[src/hw/uart_cmd_pkg.sv]
package uart_cmd_pkg;

  // ##########################################################
  // Serial timing
  // ##########################################################

  localparam int BAUD_DIV        = 8;   // Clock cycles per serial bit
  localparam int GAP_BITS        = 2;   // Idle bit periods between frames
  localparam int RX_TIMEOUT_BITS = 40;  // Bit periods to wait for a response start edge
  localparam int FRAME_BITS      = 11;  // Start, 8 data, parity, stop

  localparam int GAP_CYCLES    = GAP_BITS * BAUD_DIV;
  localparam int RX_TMO_CYCLES = RX_TIMEOUT_BITS * BAUD_DIV;

  // Counter widths derived from the timing above
  localparam int BAUD_CNT_W = $clog2(BAUD_DIV);
  localparam int BIT_CNT_W  = $clog2(FRAME_BITS);
  localparam int GAP_CNT_W  = $clog2(GAP_CYCLES);
  localparam int TMO_CNT_W  = $clog2(RX_TMO_CYCLES);

  // ##########################################################
  // Command format
  // ##########################################################

  localparam int CMD_W      = 16;
  localparam int CMD_RW_BIT = 15;  // 1 for write, 0 for read

  // ##########################################################
  // APB register map and STATUS layout
  // ##########################################################

  localparam logic [7:0] ADDR_CMD    = 8'h00;
  localparam logic [7:0] ADDR_STATUS = 8'h04;
  localparam logic [7:0] ADDR_RDATA  = 8'h08;

  localparam int ST_BUSY    = 0;
  localparam int ST_DONE    = 1;
  localparam int ST_PERR    = 2;
  localparam int ST_TIMEOUT = 3;

endpackage

[src/hw/uart_rx_if.sv]
`timescale 1ns/1ps

interface uart_rx_if;

  logic       arm;        // One-cycle request to listen for a frame
  logic       valid;      // One-cycle result strobe
  logic [7:0] data;
  logic       par_err;
  logic       timed_out;  // No start edge seen before the timeout

  modport seq (
    output arm,
    input  valid,
    input  data,
    input  par_err,
    input  timed_out
  );

  modport link (
    input  arm,
    output valid,
    output data,
    output par_err,
    output timed_out
  );

endinterface

[src/hw/uart_tx_frame.sv]
`timescale 1ns/1ps

module uart_tx_frame
  import uart_cmd_pkg::*;
(
  input  logic       clk,
  input  logic       rst_n,
  input  logic       valid,
  input  logic [7:0] data,
  output logic       ready,
  output logic       tx
);

  logic                  active;
  logic [BAUD_CNT_W-1:0] baud_cnt;
  logic [BIT_CNT_W-1:0]  bit_cnt;
  logic [FRAME_BITS-2:0] shreg;     // Bits still to go out after the one on tx
  logic                  bit_end;
  logic                  accept;

  assign ready   = !active;
  assign accept  = valid && !active;
  assign bit_end = (baud_cnt == BAUD_CNT_W'(BAUD_DIV - 1));

  // ##########################################################
  // Bit timing and line driver
  // ##########################################################

  always_ff @(posedge clk or negedge rst_n)
  begin
    if (!rst_n)
    begin
      active   <= 1'b0;
      baud_cnt <= '0;
      bit_cnt  <= '0;
      tx       <= 1'b1;
    end
    else if (accept)
    begin
      active   <= 1'b1;
      tx       <= 1'b0;  // Start bit
      baud_cnt <= '0;
      bit_cnt  <= '0;
    end
    else if (active)
    begin
      if (bit_end)
      begin
        baud_cnt <= '0;
        if (bit_cnt == BIT_CNT_W'(FRAME_BITS - 1))
          active <= 1'b0;  // Stop bit done, line already high
        else
        begin
          tx      <= shreg[0];
          bit_cnt <= bit_cnt + 1'b1;
        end
      end
      else
        baud_cnt <= baud_cnt + 1'b1;
    end
  end

  // Stop, odd parity, then data LSB first
  always_ff @(posedge clk)
  begin
    if (accept)
      shreg <= {1'b1, ~^data, data};
    else if (active && bit_end)
      shreg <= {1'b1, shreg[FRAME_BITS-2:1]};
  end

endmodule

[src/hw/uart_rx_frame.sv]
`timescale 1ns/1ps

module uart_rx_frame
  import uart_cmd_pkg::*;
(
  input  logic   clk,
  input  logic   rst_n,
  input  logic   rx,
  uart_rx_if.link link
);

  typedef enum logic [1:0] {
    RX_IDLE,
    RX_WAIT,
    RX_START,
    RX_BITS
  } rx_state_t;

  rx_state_t             state;
  logic                  rx_meta;
  logic                  rx_sync;
  logic                  rx_prev;
  logic                  fall;
  logic [BAUD_CNT_W-1:0] baud_cnt;
  logic [BIT_CNT_W-1:0]  bit_cnt;
  logic [TMO_CNT_W-1:0]  tmo_cnt;
  logic [FRAME_BITS-3:0] shreg;     // Parity in the top bit, data below
  logic                  bit_end;
  logic                  stop_bit;

  assign fall     = rx_prev && !rx_sync;
  assign bit_end  = (baud_cnt == BAUD_CNT_W'(BAUD_DIV - 1));
  assign stop_bit = (bit_cnt == BIT_CNT_W'(FRAME_BITS - 2));

  always_ff @(posedge clk or negedge rst_n)
  begin
    if (!rst_n)
    begin
      rx_meta <= 1'b1;
      rx_sync <= 1'b1;
      rx_prev <= 1'b1;
    end
    else
    begin
      rx_meta <= rx;
      rx_sync <= rx_meta;
      rx_prev <= rx_sync;
    end
  end

  // ##########################################################
  // Frame receiver
  // ##########################################################

  always_ff @(posedge clk or negedge rst_n)
  begin
    if (!rst_n)
    begin
      state          <= RX_IDLE;
      baud_cnt       <= '0;
      bit_cnt        <= '0;
      tmo_cnt        <= '0;
      link.valid     <= 1'b0;
      link.data      <= '0;
      link.par_err   <= 1'b0;
      link.timed_out <= 1'b0;
    end
    else
    begin
      link.valid <= 1'b0;
      case (state)
        RX_IDLE:
        begin
          tmo_cnt <= '0;
          if (link.arm)
            state <= RX_WAIT;
        end
        RX_WAIT:
        begin
          if (fall)
          begin
            state    <= RX_START;
            baud_cnt <= '0;
          end
          else if (tmo_cnt == TMO_CNT_W'(RX_TMO_CYCLES - 2))
          begin
            state          <= RX_IDLE;  // Silent peer
            link.valid     <= 1'b1;
            link.data      <= '0;
            link.par_err   <= 1'b0;
            link.timed_out <= 1'b1;
          end
          else
            tmo_cnt <= tmo_cnt + 1'b1;
        end
        RX_START:
        begin
          // Check the line again half a bit into the start bit
          if (baud_cnt == BAUD_CNT_W'(BAUD_DIV / 2 - 1))
          begin
            baud_cnt <= '0;
            bit_cnt  <= '0;
            state    <= rx_sync ? RX_WAIT : RX_BITS;  // High again means a glitch
          end
          else
            baud_cnt <= baud_cnt + 1'b1;
        end
        RX_BITS:
        begin
          if (bit_end)
          begin
            baud_cnt <= '0;
            if (stop_bit)
            begin
              state          <= RX_IDLE;
              link.valid     <= 1'b1;
              link.data      <= shreg[7:0];
              link.par_err   <= shreg[8] != ~^shreg[7:0];
              link.timed_out <= 1'b0;
            end
            else
              bit_cnt <= bit_cnt + 1'b1;
          end
          else
            baud_cnt <= baud_cnt + 1'b1;
        end
        default: state <= RX_IDLE;
      endcase
    end
  end

  always_ff @(posedge clk)
  begin
    if (state == RX_BITS && bit_end && !stop_bit)
      shreg <= {rx_sync, shreg[FRAME_BITS-3:1]};  // LSB arrives first
  end

endmodule

[src/hw/uart_cmd_seq.sv]
`timescale 1ns/1ps

module uart_cmd_seq
  import uart_cmd_pkg::*;
(
  input  logic             clk,
  input  logic             rst_n,
  input  logic             start,
  input  logic [CMD_W-1:0] cmd,
  input  logic             tx_ready,
  output logic             busy,
  output logic             done,
  output logic             perr,
  output logic             timeout,
  output logic [7:0]       rdata,
  output logic             tx_valid,
  output logic [7:0]       tx_data,
  uart_rx_if.seq           rx
);

  typedef enum logic [3:0] {
    S_IDLE,
    S_LO_SEND,
    S_LO_WAIT,
    S_GAP1,
    S_HI_SEND,
    S_HI_WAIT,
    S_GAP2,
    S_ARM,
    S_RESP
  } seq_state_t;

  seq_state_t           state;
  logic [CMD_W-1:0]     cmd_q;
  logic [GAP_CNT_W-1:0] gap_cnt;
  logic                 gap_end;

  assign busy     = (state != S_IDLE);
  assign tx_valid = (state == S_LO_SEND) || (state == S_HI_SEND);
  assign tx_data  = (state == S_HI_SEND) ? cmd_q[15:8] : cmd_q[7:0];
  assign rx.arm   = (state == S_ARM);
  assign gap_end  = (gap_cnt == GAP_CNT_W'(GAP_CYCLES - 1));

  always_ff @(posedge clk or negedge rst_n)
  begin
    if (!rst_n)
    begin
      state   <= S_IDLE;
      gap_cnt <= '0;
      done    <= 1'b0;
      perr    <= 1'b0;
      timeout <= 1'b0;
    end
    else
    begin
      done <= 1'b0;
      case (state)
        S_IDLE:    if (start) state <= S_LO_SEND;
        S_LO_SEND: if (tx_ready) state <= S_LO_WAIT;  // Byte accepted this cycle
        S_LO_WAIT:
        begin
          gap_cnt <= '0;
          if (tx_ready)
            state <= S_GAP1;
        end
        S_GAP1:
        begin
          gap_cnt <= gap_cnt + 1'b1;
          if (gap_end)
            state <= S_HI_SEND;
        end
        S_HI_SEND: if (tx_ready) state <= S_HI_WAIT;
        S_HI_WAIT:
        begin
          gap_cnt <= '0;
          if (tx_ready && cmd_q[CMD_RW_BIT])
          begin
            state   <= S_IDLE;
            done    <= 1'b1;
            perr    <= 1'b0;
            timeout <= 1'b0;
          end
          else if (tx_ready)
            state <= S_GAP2;
        end
        S_GAP2:
        begin
          gap_cnt <= gap_cnt + 1'b1;
          if (gap_end)
            state <= S_ARM;
        end
        S_ARM: state <= S_RESP;
        S_RESP:
        begin
          if (rx.valid)
          begin
            state   <= S_IDLE;
            done    <= 1'b1;
            perr    <= rx.par_err;
            timeout <= rx.timed_out;
          end
        end
        default: state <= S_IDLE;
      endcase
    end
  end

  always_ff @(posedge clk)
  begin
    if (state == S_IDLE && start)
      cmd_q <= cmd;
    if (state == S_RESP && rx.valid)
      rdata <= rx.data;
  end

endmodule

[src/hw/uart_cmd_apb.sv]
`timescale 1ns/1ps

module uart_cmd_apb
  import uart_cmd_pkg::*;
(
  input  logic             clk,
  input  logic             rst_n,
  input  logic [7:0]       paddr,
  input  logic             psel,
  input  logic             penable,
  input  logic             pwrite,
  input  logic [31:0]      pwdata,
  input  logic             busy,
  input  logic             done,
  input  logic             perr,
  input  logic             timeout,
  input  logic [7:0]       rdata,
  output logic [31:0]      prdata,
  output logic             pready,
  output logic             pslverr,
  output logic             start,
  output logic [CMD_W-1:0] cmd
);

  logic       access;
  logic       cmd_wr;
  logic       in_flight;
  logic       done_q;
  logic       perr_q;
  logic       tmo_q;
  logic [7:0] rdata_q;
  logic [3:0] status;

  assign pready    = 1'b1;
  assign access    = psel && penable;
  assign in_flight = busy || start;  // Covers the cycle before the sequencer leaves idle
  assign cmd_wr    = access && pwrite && (paddr == ADDR_CMD);
  assign pslverr   = cmd_wr && in_flight;

  always_comb
  begin
    status              = '0;
    status[ST_BUSY]     = in_flight;
    status[ST_DONE]     = done_q;
    status[ST_PERR]     = perr_q;
    status[ST_TIMEOUT]  = tmo_q;
  end

  always_comb
  begin
    case (paddr)
      ADDR_CMD:    prdata = {{(32 - CMD_W){1'b0}}, cmd};
      ADDR_STATUS: prdata = {28'd0, status};
      ADDR_RDATA:  prdata = {24'd0, rdata_q};
      default:     prdata = '0;
    endcase
  end

  always_ff @(posedge clk or negedge rst_n)
  begin
    if (!rst_n)
    begin
      start   <= 1'b0;
      cmd     <= '0;
      done_q  <= 1'b0;
      perr_q  <= 1'b0;
      tmo_q   <= 1'b0;
      rdata_q <= '0;
    end
    else
    begin
      start <= 1'b0;
      if (done)
      begin
        done_q <= 1'b1;
        perr_q <= perr;
        tmo_q  <= timeout;
        if (!cmd[CMD_RW_BIT])
          rdata_q <= rdata;  // Only reads bring back a byte
      end
      // A new command wins over a result landing in the same cycle
      if (cmd_wr && !in_flight)
      begin
        start  <= 1'b1;
        cmd    <= pwdata[CMD_W-1:0];
        done_q <= 1'b0;
        perr_q <= 1'b0;
        tmo_q  <= 1'b0;
      end
    end
  end

endmodule

[src/hw/uart_cmd_top.sv]
`timescale 1ns/1ps

module uart_cmd_top
  import uart_cmd_pkg::*;
(
  input  logic        clk,
  input  logic        rst_n,
  input  logic [7:0]  paddr,
  input  logic        psel,
  input  logic        penable,
  input  logic        pwrite,
  input  logic [31:0] pwdata,
  output logic [31:0] prdata,
  output logic        pready,
  output logic        pslverr,
  output logic        tx,
  input  logic        rx
);

  logic             start;
  logic [CMD_W-1:0] cmd;
  logic             busy;
  logic             done;
  logic             perr;
  logic             timeout;
  logic [7:0]       rdata;
  logic             tx_valid;
  logic             tx_ready;
  logic [7:0]       tx_data;

  uart_rx_if rx_link ();

  uart_cmd_apb u_apb (
    .clk     (clk),
    .rst_n   (rst_n),
    .paddr   (paddr),
    .psel    (psel),
    .penable (penable),
    .pwrite  (pwrite),
    .pwdata  (pwdata),
    .busy    (busy),
    .done    (done),
    .perr    (perr),
    .timeout (timeout),
    .rdata   (rdata),
    .prdata  (prdata),
    .pready  (pready),
    .pslverr (pslverr),
    .start   (start),
    .cmd     (cmd)
  );

  uart_cmd_seq u_seq (
    .clk      (clk),
    .rst_n    (rst_n),
    .start    (start),
    .cmd      (cmd),
    .tx_ready (tx_ready),
    .busy     (busy),
    .done     (done),
    .perr     (perr),
    .timeout  (timeout),
    .rdata    (rdata),
    .tx_valid (tx_valid),
    .tx_data  (tx_data),
    .rx       (rx_link.seq)
  );

  uart_tx_frame u_tx (
    .clk   (clk),
    .rst_n (rst_n),
    .valid (tx_valid),
    .data  (tx_data),
    .ready (tx_ready),
    .tx    (tx)
  );

  uart_rx_frame u_rx (
    .clk   (clk),
    .rst_n (rst_n),
    .rx    (rx),
    .link  (rx_link.link)
  );

endmodule

[config.mk]
export PLATFORM = sky130hd
export DESIGN_NAME = uart_cmd_top
export DESIGN_NICKNAME = d
export VERILOG_FILES = /design/src/hw/uart_cmd_pkg.sv /design/src/hw/uart_rx_if.sv /design/src/hw/uart_tx_frame.sv /design/src/hw/uart_rx_frame.sv /design/src/hw/uart_cmd_seq.sv /design/src/hw/uart_cmd_apb.sv /design/src/hw/uart_cmd_top.sv
export SDC_FILE = /design/constraint.sdc
export NUM_CORES = 1
export LEC_CHECK = 0
export BUFFER_PORTS_ARGS = -buffer_cell sky130_fd_sc_hd__buf_4
export CAP_MARGIN = 10
export CORE_UTILIZATION = 52
export CTS_CLUSTER_DIAMETER = 50
export DETAILED_ROUTE_END_ITERATION = 10
export HOLD_SLACK_MARGIN = 0.12
export PLACE_DENSITY_LB_ADDON = 0.1
export RECOVER_POWER = 50
export SETUP_SLACK_MARGIN = 0.5
export SYNTH_ARGS = -nofsm -noshare
export SYNTH_HDL_FRONTEND = slang
export SYNTH_SLANG_ARGS = --single-unit
[constraint.sdc]
create_clock -name clk -period 2.4 [get_ports clk]
set_clock_uncertainty 0.15 [all_clocks]
set_input_delay 0.48 -clock clk [delete_from_list [all_inputs] [get_ports clk]]
set_output_delay 0.48 -clock clk [all_outputs]
set_load 0.02 [all_outputs]
==> results of run 1 <==
## path summary, 6_finish.rpt
| path | from | endpoint | cells past startpoint |
|---|---|---|---|
| worst min-delay path | paddr[2] | u_apb.start | 3 |
| min in group asynchronous | rst_n | u_tx.baud_cnt[1] | 2 |
| worst max register to register | u_seq.state[0] | u_apb.cmd[14] | 8 |
| max in group asynchronous | rst_n | u_rx.rx_meta | 3 |
| worst min register to register | u_rx.rx_meta | u_rx.rx_sync | 0 |
| worst max-delay path | u_seq.state[0] | prdata[0] | 5 |
## logic make-up (layout without fill, tap and decap cells)
family / after synthesis / count (layout) / synth area share (%)
AOI/OAI and AO/OA: 72 / 72 / 8.09
xor gates and xnor gates: 33 / 33 / 5.05
other: 2 / 17 / 0.131
muxes: 44 / 44 / 8.68
buffers and inverters: 47 / 175 / 4.33
DFF: 122 / 122 / 57.1
and+or+nand+nor: 150 / 151 / 13.5
adders and majority gates: 15 / 15 / 3.19
## cells in the mapped netlist (all sizes together) (3+ instances only)
| library cell | instances | area share (%) |
|---|---|---|
| inv | 14 | 0.92 |
| a21oi | 14 | 1.2 |
| nand3 | 12 | 1.0 |
| nand2b | 6 | 0.66 |
| dfstp | 4 | 1.8 |
| clkbuf | 13 | 0.85 |
| nor2 | 39 | 2.6 |
| and3 | 3 | 0.33 |
| nand3b | 3 | 0.39 |
| and2 | 9 | 0.98 |
| and3b | 3 | 0.46 |
| ha | 13 | 2.8 |
| mux2i | 20 | 3.5 |
| o21ai | 26 | 2.3 |
| a22o | 14 | 2.1 |
| nand4 | 10 | 1.1 |
| nor2b | 6 | 0.66 |
| edfxtp | 42 | 22 |
| buf | 20 | 2.6 |
| nor3 | 10 | 1.2 |
| xnor2 | 20 | 3.1 |
| o211ai | 3 | 0.39 |
| nand2 | 35 | 2.3 |
| nor4 | 3 | 0.33 |
| dfrtp | 76 | 33 |
| xor2 | 13 | 2.0 |
| a311oi | 4 | 0.61 |
| or3b | 3 | 0.46 |
| mux2 | 24 | 5.2 |
## metal layers
metal  GRT usage, %  up-vias  wire (µm)
li1               -     1963          -
met1           30.7     2176       5730
met2           41.4      174       7350
met3           5.35       27        636
met4           8.22        0        240
met5              0        -          0
## worst register-to-register path: cells and delay by family (launching register included)
family / cells / cell delay (ns)
flops: 1 / 0.42
mux: 1 / 0.30
simple gates: 3 / 0.87
buf+inv: 4 / 0.63
## flip-flops by register name, indices dropped and copies added (netlist names), 2 cells and up
signal,count
u_seq.gap_cnt,4
u_rx.state,2
u_rx.baud_cnt,3
u_tx.bit_cnt,4
u_seq.rdata,8
u_rx.shreg,9
u_rx.bit_cnt,4
u_apb.rdata_q,8
u_seq.state,4
u_rx.tmo_cnt,9
u_apb.cmd,16
u_tx.baud_cnt,3
u_rx.link.data,8
u_tx.shreg,9
u_seq.cmd_q,16
## what timing repair did
item                                    CTS  global route
resized for setup                        69            48
gates cloned                              1             3
buffers inserted                         16            30
pin swaps                                29            33
hold endpoints to repair                 94             0
endpoints found under the setup margin   73            80
hold buffers                             18             0
## report_power, final
group	switching, W	internal [W]
sequential	0.000241	0.00242
combinational	0.000868	0.000797
clock	0.000951	0.00190
## placed cells by master, fill, tap and decap left out, types with 4 or more instances in the layout
cell type	instances
a21oi_1	7
a21oi_4	4
a22o_1	14
and2_4	8
buf_4	70
buf_6	29
bufinv_16	6
clkbuf_16	18
clkbuf_4	4
clkinvlp_4	4
conb_1	17
dfrtp_1	71
dfrtp_2	5
dlygate4sd3_1	18
edfxtp_1	42
ha_1	10
inv_1	11
mux2_2	8
mux2_4	16
mux2i_1	18
nand2_1	31
nand2_2	4
nand2b_1	5
nand3_1	12
nand4_1	10
nor2_1	27
nor2_4	12
nor3_1	5
nor3_4	4
o21ai_0	18
o21ai_1	6
xnor2_1	20
xor2_1	12
## cell type report
type / count / share of cell area [%]
Clock inverter: 15 / 3.07
Inverter: 14 / 0.699
Multi-Input combinational cell: 332 / 33.4
Clock buffer: 17 / 5.14
Sequential cell: 122 / 40.6
Timing Repair Buffer: 129 / 15.0
Tap cell: 136 / 2.11
## metrics by stage
| stage | util [%] | hold WS (ns) | std cells |
|---|---|---|---|
| after CTS | 72.7 | 0.166 | 732 |
| after floorplan | - | 0.0344 | 500 |
| final | 76.7 | 0.208 | 765 |
| after global placement | 60.6 | 0.196 | 665 |
| after global routing | 76.7 | 0.198 | 765 |
| after detailed placement | 60.6 | 0.197 | 665 |
==> impl_metrics.env, run 1 <==
export IMPL_rsz0062_at_grt="true"
export IMPL_root_buffer="clkbuf_8"
export IMPL_pwr_density_cell_nw_per_um2=891
export IMPL_area_growth_pct=40.8
export IMPL_drive_above_1_share_pct=38.2
export IMPL_worst_setup_path_end_kind="output port"
export IMPL_synth_warnings=0
export IMPL_ant_nets=0
export IMPL_first_pass_iters=5
export IMPL_synth_main_ff_cell="dfrtp_1"
export IMPL_syn_avg_cell_area_um2=11.8
export IMPL_drc_errors=0
export IMPL_start_kind="flip-flop"
export IMPL_grt_pass1_vias=4144
export IMPL_hold_viol=0
export IMPL_r2r_slack_ns=-0.07
export IMPL_die_h_um=107
export IMPL_grt_max_degree=56
export IMPL_grt_pass1_wl_um=21000
export IMPL_stdcell_area_um2=8060
export IMPL_critPathBufInv=1
export IMPL_fp_row_count=37
export IMPL_nets=675
export IMPL_period_share_pct=106
export IMPL_coreArea_um2=10500
export IMPL_fp_dieW_um=107
export IMPL_arrival_ns=1.91
export IMPL_netlist_area_um2=5730
export IMPL_status="finished with violations"
export IMPL_viasPerCell=5.67
export IMPL_min_period_ns=2.54
export IMPL_insertion_delay_ns=0.51
export IMPL_grt_antenna_before_repair=0
export IMPL_start_util_pct=54.5
export IMPL_ir_worst_vdd_mv=0.925
export IMPL_worstMarginPinSlew_ns=1.46
export IMPL_grt_remaining_overflow=0
export IMPL_cap_violations=0
export IMPL_dieArea_um2=11400
export IMPL_seq_area_frac_synth_pct=57.1
export IMPL_max_freq_ghz=0.394
export IMPL_cts_tree="built"
export IMPL_cts_sinks=122
export IMPL_postSynth_asyncResetShare_pct=65.6
export IMPL_crit_chain="nor3_4, or3b_4, a21oi_4, nor2_2, buf_6"
export IMPL_violations="setup timing"
export IMPL_critPathMaxStageDelay_ns=0.43
export IMPL_path_clk_slew_ns=0.06
export IMPL_slew_viol_final=0
export IMPL_final_seq_area_um2=3270
export IMPL_leakagePower_nw=3.40
export IMPL_ys_seq_elements=122
export IMPL_crit_family="simple AND/OR/NAND/NOR gates"
export IMPL_portBuffers=47
export IMPL_crit_required_ns=1.77
export IMPL_drt_wl_total_um=14000
export IMPL_critical_path_class="flip-flop to output port"
export IMPL_fill_cells=606
export IMPL_diodes=0
export IMPL_synth_distinct_cells=51
export IMPL_gp_congestion=0.805
export IMPL_syn_inst=485
export IMPL_synth_edf_count=42
export IMPL_grt_util_all_layers_pct=24.3
export IMPL_setup_violations_final=18
export IMPL_dpl_cell_area_um2=6370
export IMPL_total_power_w=0.00718
export IMPL_hp_class="primary input to flip-flop"
export IMPL_dp_slack_ns=-0.0228
export IMPL_clk_path_buf_depth=2
export IMPL_cpMaxStageDelayCell="or3b_4"
export IMPL_wl_per_cell_um=18.2
export IMPL_vias=4340
export IMPL_relSlewSlack_pct=2.52
export IMPL_drt_initial_drc_count=273
export IMPL_ioPinCount=81
export IMPL_htree_levels=4
export IMPL_hpwlAfterDp_um=7810
export IMPL_tns_ns=-0.962
export IMPL_critPathMaxFanout=3
export IMPL_multi_input_area_um2=2690
export IMPL_timing_final_ws_setup_ns=-0.138
export IMPL_numCtsBuffers=17
Power figures use the tool's default switching activity.
==> run 2, diff against run 1 <==
CORE_MARGIN = 1.5   (was default)
CTS_CLUSTER_SIZE = 16   (was default)
==> run 2 against run 1 <==
Worst hold slack worse by 0.031 ns. Largest power group is now sequential cells. Cell area decreased by 1.6%. Worst setup slack got worse by 0.0067 ns. Sequential power about the same. Via count decreased by 4.2%. Fmax decreased by 0.26%. The run still ends with setup timing left. Sequential share of layout area rose by 0.63 points. Combinational power is essentially flat. Count of clock-buffer cells in the layout stayed put. First-iteration DRC count fell by 25%. Non-clock buffer count rose by 2. Register-to-register slack gained 0.09 ns.
==> impl_metrics.env, run 2 (synthesized netlist as in run 1, its figures left out) <==
export IMPL_status="finished with violations"
export IMPL_violations="setup timing"
export IMPL_portBuffers=47
export IMPL_grt_pass1_vias=4101
export IMPL_netSwitchingFraction_pct=31.1
export IMPL_critPathBufInv=1
export IMPL_numCtsBuffers=17
export IMPL_cts_tree="built"
export IMPL_cpMaxStageDelayCell="dfrtp_1"
export IMPL_htree_levels=4
export IMPL_crit_chain="nor3_4, or3b_4, a21oi_2, nor2_1, buf_4"
export IMPL_fp_row_count=38
export IMPL_vias=4157
export IMPL_start_util_pct=53.0
export IMPL_leakagePower_nw=3.37
export IMPL_dieArea_um2=11600
export IMPL_internal_power_w=0.00464
export IMPL_min_period_ns=2.54
export IMPL_drive_above_1_share_pct=36.8
export IMPL_start_kind="flip-flop"
export IMPL_relSlewSlack_pct=41.7
export IMPL_fp_dieW_um=108
export IMPL_period_share_pct=106
export IMPL_critical_path_class="flip-flop to output port"
export IMPL_dpl_cell_area_um2=6390
export IMPL_nets=677
export IMPL_dp_slack_ns=-0.0566
export IMPL_critPathMaxStageDelay_ns=0.41
export IMPL_gp_congestion=0.812
export IMPL_grt_antenna_before_repair=0
export IMPL_grt_max_degree=31
export IMPL_stdcell_area_um2=7930
export IMPL_pwr_density_cell_nw_per_um2=850
export IMPL_ir_worst_vdd_mv=0.644
export IMPL_ant_nets=0
export IMPL_coreArea_um2=10800
export IMPL_hpwlAfterDp_um=7830
export IMPL_grt_util_all_layers_pct=23.0
export IMPL_hp_class="primary input to flip-flop"
export IMPL_max_freq_ghz=0.393
export IMPL_first_pass_iters=5
export IMPL_final_cell_mix="74 x dfrtp_1, 70 x buf_4, 42 x edfxtp_1"
export IMPL_path_clk_slew_ns=0.06
export IMPL_mostFrequentLayoutCell="dfrtp_1"
export IMPL_hold_viol=0
export IMPL_drt_initial_drc_count=206
export IMPL_cts_sinks=122
export IMPL_drt_wl_total_um=12900
export IMPL_worstMarginPinSlew_ns=0.875
export IMPL_insertion_delay_ns=0.52
export IMPL_p_seq_share_pct=39.3
export IMPL_comb_power_share_pct=24.5
export IMPL_p_switching_w=0.00210
export IMPL_rsz0062_at_grt="true"
export IMPL_cap_violations=0
export IMPL_drc_errors=0
export IMPL_reg_top3="u_apb.cmd (16), u_seq.cmd_q (16)"
export IMPL_arrival_ns=1.91
export IMPL_ioPinCount=81
export IMPL_tns_ns=-0.274
export IMPL_die_h_um=108
export IMPL_root_buffer="clkbuf_8"
export IMPL_crit_family="simple AND/OR/NAND/NOR gates"
export IMPL_clkPwrFrac_pct=36.2
export IMPL_grt_pass1_wl_um=20300
export IMPL_grt_remaining_overflow=0
export IMPL_diodes=0
export IMPL_timing_final_ws_setup_ns=-0.145
export IMPL_worst_setup_path_end_kind="output port"
export IMPL_viasPerCell=5.39
export IMPL_wl_per_cell_um=16.8
export IMPL_area_growth_pct=38.5
export IMPL_slew_viol_final=0
export IMPL_crit_required_ns=1.77
export IMPL_critPathMaxFanout=3
export IMPL_setup_violations_final=2
export IMPL_clk_path_buf_depth=2
run 2: cell count changes in the layout (fill, tap and decap cells not counted), sizes merged:
cell	previous run	this run
bufbuf	0	1
bufinv	6	1
clkbuf	24	25
clkinv	5	3
clkinvlp	4	3
inv	14	22
run 2: timing repair:
action,CTS,global route
pin swaps,31,38
gates cloned,4,1
resized for setup,58,40
setup endpoints to repair,73,87
hold buffers,18,0
setup buffers,25,20
hold endpoints to repair,78,0
run 2: final cells by class:
| type | instances | area [µm²] |
|---|---|---|
| Sequential cell | 122 | 3270 |
| Timing Repair Buffer | 131 | 1240 |
| Multi-Input combinational cell | 332 | 2620 |
| Inverter | 14 | 56.3 |
| Fill cell | 686 | 2870 |
| Clock buffer | 17 | 414 |
| Clock inverter | 15 | 155 |
| Tap cell | 140 | 175 |
run 2: through the flow:
stage	power [W]	utilization (%)	cells	hold slack (ns)
2_1_floorplan	0.00348	-	500	0.0344
3_3_place_gp	0.00374	59.2	671	0.196
3_5_place_dp	0.00380	59.2	671	0.201
4_1_cts	0.00653	70.9	750	0.160
5_1_grt	0.00707	73.5	771	0.166
6_report	0.00674	73.5	771	0.177
run 2: power by group through the flow:
stage | clock (W) | sequential (W) | combinational, W
after floorplan | 0 | 0.00260 | 0.000873
after global placement | 0 | 0.00266 | 0.00108
after detailed placement | 0 | 0.00267 | 0.00113
after CTS | 0.00247 | 0.00264 | 0.00143
after global routing | 0.00257 | 0.00268 | 0.00182
final | 0.00244 | 0.00265 | 0.00165
run 2: final timing paths:
kind | slack (ns) | startpoint | cells after the start | endpoint
worst min-delay path | 0.18 | paddr[3] | 3 | u_apb.start
worst max-delay path | -0.14 | u_seq.state[0] | 5 | prdata[0]
worst min register to register | 0.22 | u_rx.rx_meta | 0 | u_rx.rx_sync
min in group asynchronous | 0.43 | rst_n | 2 | u_apb.cmd[12]
worst max register to register | 0.02 | u_seq.state[0] | 8 | u_apb.cmd[15]
max in group asynchronous | 0.41 | rst_n | 3 | u_apb.cmd[15]
run 2: worst min-delay path: cells and delay by family:
family	cells	cell delay (ns)
buf+inv	1	0.11
simple gates	2	0.21
run 2: per-layer routing:
metal,vias up,routed length (µm),GRT usage (%)
met3,26,415,6.75
met5,-,0,0
met1,2076,5350,27.8
met4,0,238,8.74
li1,1964,-,-
met2,91,6930,39.3
==> run 3, diff against run 2 <==
SYNTH_HIERARCHICAL = 1   (was default)
==> run 3 against run 2 <==
Critical path type unchanged. Core utilization is 1.7 points lower. Register-to-register slack better by 0.07 ns. Largest cell class unchanged. Global-route usage down 2.0 points. Fmax grew 10%. Via count decreased by 2.1%. Synthesized area increased by 2.4%. The run now ends clean.
==> impl_metrics.env, run 3 <==
export IMPL_crit_required_ns=1.77
export IMPL_start_util_pct=53.6
export IMPL_fill_cells=724
export IMPL_slew_viol_final=0
export IMPL_htree_levels=4
export IMPL_r2r_start="u_seq/state[1]"
export IMPL_drt_initial_drc_count=252
export IMPL_grt_antenna_before_repair=0
export IMPL_first_pass_iters=5
export IMPL_seq_area_frac_synth_pct=55.8
export IMPL_synth_top_cell_by_area="dfrtp_1"
export IMPL_leakagePower_nw=3.41
export IMPL_fp_dieW_um=109
export IMPL_comb_power_share_pct=24.3
export IMPL_wl_per_cell_um=17.2
export IMPL_drive_above_1_share_pct=40.9
export IMPL_grt_max_degree=51
export IMPL_min_period_ns=2.31
export IMPL_synth_edf_count=42
export IMPL_setup_violations_final=0
export IMPL_clkPwrFrac_pct=39.6
export IMPL_gp_congestion=0.764
export IMPL_ir_worst_vdd_mv=0.732
export IMPL_stdcell_area_um2=7840
export IMPL_final_cell_mix="72 x dfrtp_1, 51 x buf_4, 46 x nand2_1"
export IMPL_dieArea_um2=11900
export IMPL_grt_util_all_layers_pct=21.1
export IMPL_internal_power_w=0.00511
export IMPL_tns_ns=0
export IMPL_arrival_ns=1.68
export IMPL_drc_errors=0
export IMPL_nets=648
export IMPL_syn_inst=488
export IMPL_hp_start="pwdata[9]"
export IMPL_start_kind="flip-flop"
export IMPL_relSlewSlack_pct=42.9
export IMPL_cap_violations=0
export IMPL_critPathMaxStageDelay_ns=0.42
export IMPL_synth_warnings=6
export IMPL_portBuffers=47
export IMPL_grt_pass1_wl_um=18800
export IMPL_ioPinCount=81
export IMPL_critical_path_class="flip-flop to output port"
export IMPL_total_power_w=0.00702
export IMPL_mostFrequentLayoutCell="dfrtp_1"
export IMPL_synth_top_cell_area_share_pct=32.4
export IMPL_ys_seq_elements=122
export IMPL_period_share_pct=96.4
export IMPL_vias=4068
export IMPL_die_h_um=109
export IMPL_critPathBufInv=2
export IMPL_numCtsBuffers=17
export IMPL_worst_setup_path_end_kind="output port"
export IMPL_grt_pass1_vias=3776
export IMPL_drt_wl_total_um=12800
export IMPL_rsz0062_at_grt="true"
export IMPL_dp_slack_ns=0.127
export IMPL_path_clk_slew_ns=0.06
export IMPL_diodes=0
export IMPL_max_freq_ghz=0.432
export IMPL_crit_chain="buf_6, nor3_4, nand2b_4, o211a_4, buf_6"
export IMPL_fp_row_count=38
export IMPL_synth_main_ff_cell="dfrtp_1"
export IMPL_dpl_cell_area_um2=6410
export IMPL_synth_most_common_cell="dfrtp_1"
export IMPL_insertion_delay_ns=0.41
export IMPL_area_growth_pct=33.8
export IMPL_clk_path_buf_depth=2
export IMPL_netlist_area_um2=5860
export IMPL_postSynth_asyncResetShare_pct=65.6
export IMPL_crit_family="flip-flops"
export IMPL_synth_distinct_cells=65
export IMPL_cpMostUsedCell="buf_6"
export IMPL_coreArea_um2=10900
export IMPL_synth_commonest_cells="76 x dfrtp_1, 59 x nand2_1, 42 x edfxtp_1"
export IMPL_ys_top_cells_by_area="dfrtp_1 32%, edfxtp_1 22%, mux2_2 4.2%"
export IMPL_worstMarginPinSlew_ns=0.856
export IMPL_crit_start="u_seq/state[0]"
export IMPL_p_seq_share_pct=36.1
export IMPL_cpMaxStageDelayCell="dfrtp_1"
export IMPL_grt_remaining_overflow=0
export IMPL_p_switching_w=0.00191
export IMPL_status="completed"
export IMPL_critPathMaxFanout=3
export IMPL_reg_top3="u_apb/cmd (16), u_seq/cmd_q (16)"
export IMPL_ant_nets=0
export IMPL_hpwlAfterDp_um=7490
export IMPL_viasPerCell=5.48
export IMPL_timing_final_ws_setup_ns=0.0863
export IMPL_cts_tree="built"
export IMPL_netSwitchingFraction_pct=27.2
export IMPL_hold_viol=0
export IMPL_root_buffer="clkbuf_16"
export IMPL_syn_avg_cell_area_um2=12.0
export IMPL_hp_class="primary input to flip-flop"
export IMPL_cts_sinks=122
export IMPL_pwr_density_cell_nw_per_um2=895
==> run 3: changes by cell type after synthesis, moves of 7 or more <==
cell / before / now
a21oi_1: 14 / 22
nor2_1: 39 / 21
xnor2_1: 20 / 11
xor2_1: 13 / 6
o21ai_0: 26 / 19
mux2_4: 7 / 16
clkbuf_1: 13 / 4
nand2_1: 35 / 59
mux2i_1: 20 / 11
==> run 3: path summary, 6_finish.rpt <==
| path | to | slack, ns | cells after the start |
|---|---|---|---|
| setup / recovery | pslverr | 0.09 | 5 |
| hold / removal | u_apb/cmd[9] | 0.16 | 2 |
| setup reg to reg | u_tx/shreg[8] | 0.09 | 8 |
| hold reg to reg | u_rx/rx_sync | 0.21 | 0 |
| max in group asynchronous | u_rx/rx_meta | 0.73 | 3 |
| min in group asynchronous | u_tx/bit_cnt[1] | 0.57 | 2 |
==> run 3: layout make-up <==
type	instances	area (µm²)	share of cell area (%)
Inverter	19	73.8	0.941
Clock buffer	22	495	6.32
Sequential cell	122	3270	41.7
Tap cell	140	175	2.23
Multi-Input combinational cell	332	2780	35.5
Clock inverter	10	163	2.07
Timing Repair Buffer	97	880	11.2
==> run 3: timing repair <==
action / CTS / global route
hold buffers: 2 / 0
hold endpoints to repair: 29 / 0
resized for setup: 72 / 58
endpoints found under the setup margin: 74 / 98
cloned: 2 / 2
pin swaps: 25 / 17
buffers inserted: 13 / 21
==> run 3: logic make-up (layout without fill, tap and decap cells) <==
kind of cell | Yosys count | count (layout) | share of synthesized area (%)
AO/OA/AOI/OAI | 75 | 77 | 8.45
XOR/XNOR | 18 | 18 | 2.92
adder cells (fa/ha/maj) | 15 | 15 | 3.12
buffers and inverters | 52 | 148 | 5.23
flip-flops | 122 | 122 | 55.8
multiplexers | 49 | 49 | 10.2
other | 2 | 17 | 0.128
AND/OR/NAND/NOR | 155 | 156 | 14.2
==> run 3: stage by stage <==
step / hold slack, ns / utilization [%] / cells
after floorplan: 0.0344 / - / 503
after global placement: 0.197 / 58.6 / 670
after detailed placement: 0.199 / 58.6 / 670
after CTS: 0.139 / 68.4 / 719
after global routing: 0.137 / 71.7 / 742
final: 0.155 / 71.7 / 742
==> run 3: power by group through the flow <==
| stage | logic [W] | clock network (W) | registers [W] |
|---|---|---|---|
| 2_1_floorplan | 0.000898 | 0 | 0.00254 |
| 3_3_place_gp | 0.00113 | 0 | 0.00255 |
| 3_5_place_dp | 0.00117 | 0 | 0.00256 |
| 4_1_cts | 0.00138 | 0.00282 | 0.00252 |
| 5_1_grt | 0.00184 | 0.00292 | 0.00256 |
| 6_report | 0.00171 | 0.00278 | 0.00253 |
==> run 3: layer usage <==
metal | global-route usage [%] | routed length, µm | vias up
met5 | 0 | 0 | -
met4 | 6.96 | 129 | 0
met3 | 5.08 | 535 | 10
met2 | 34.3 | 6660 | 115
met1 | 27.7 | 5440 | 2030
li1 | - | - | 1913
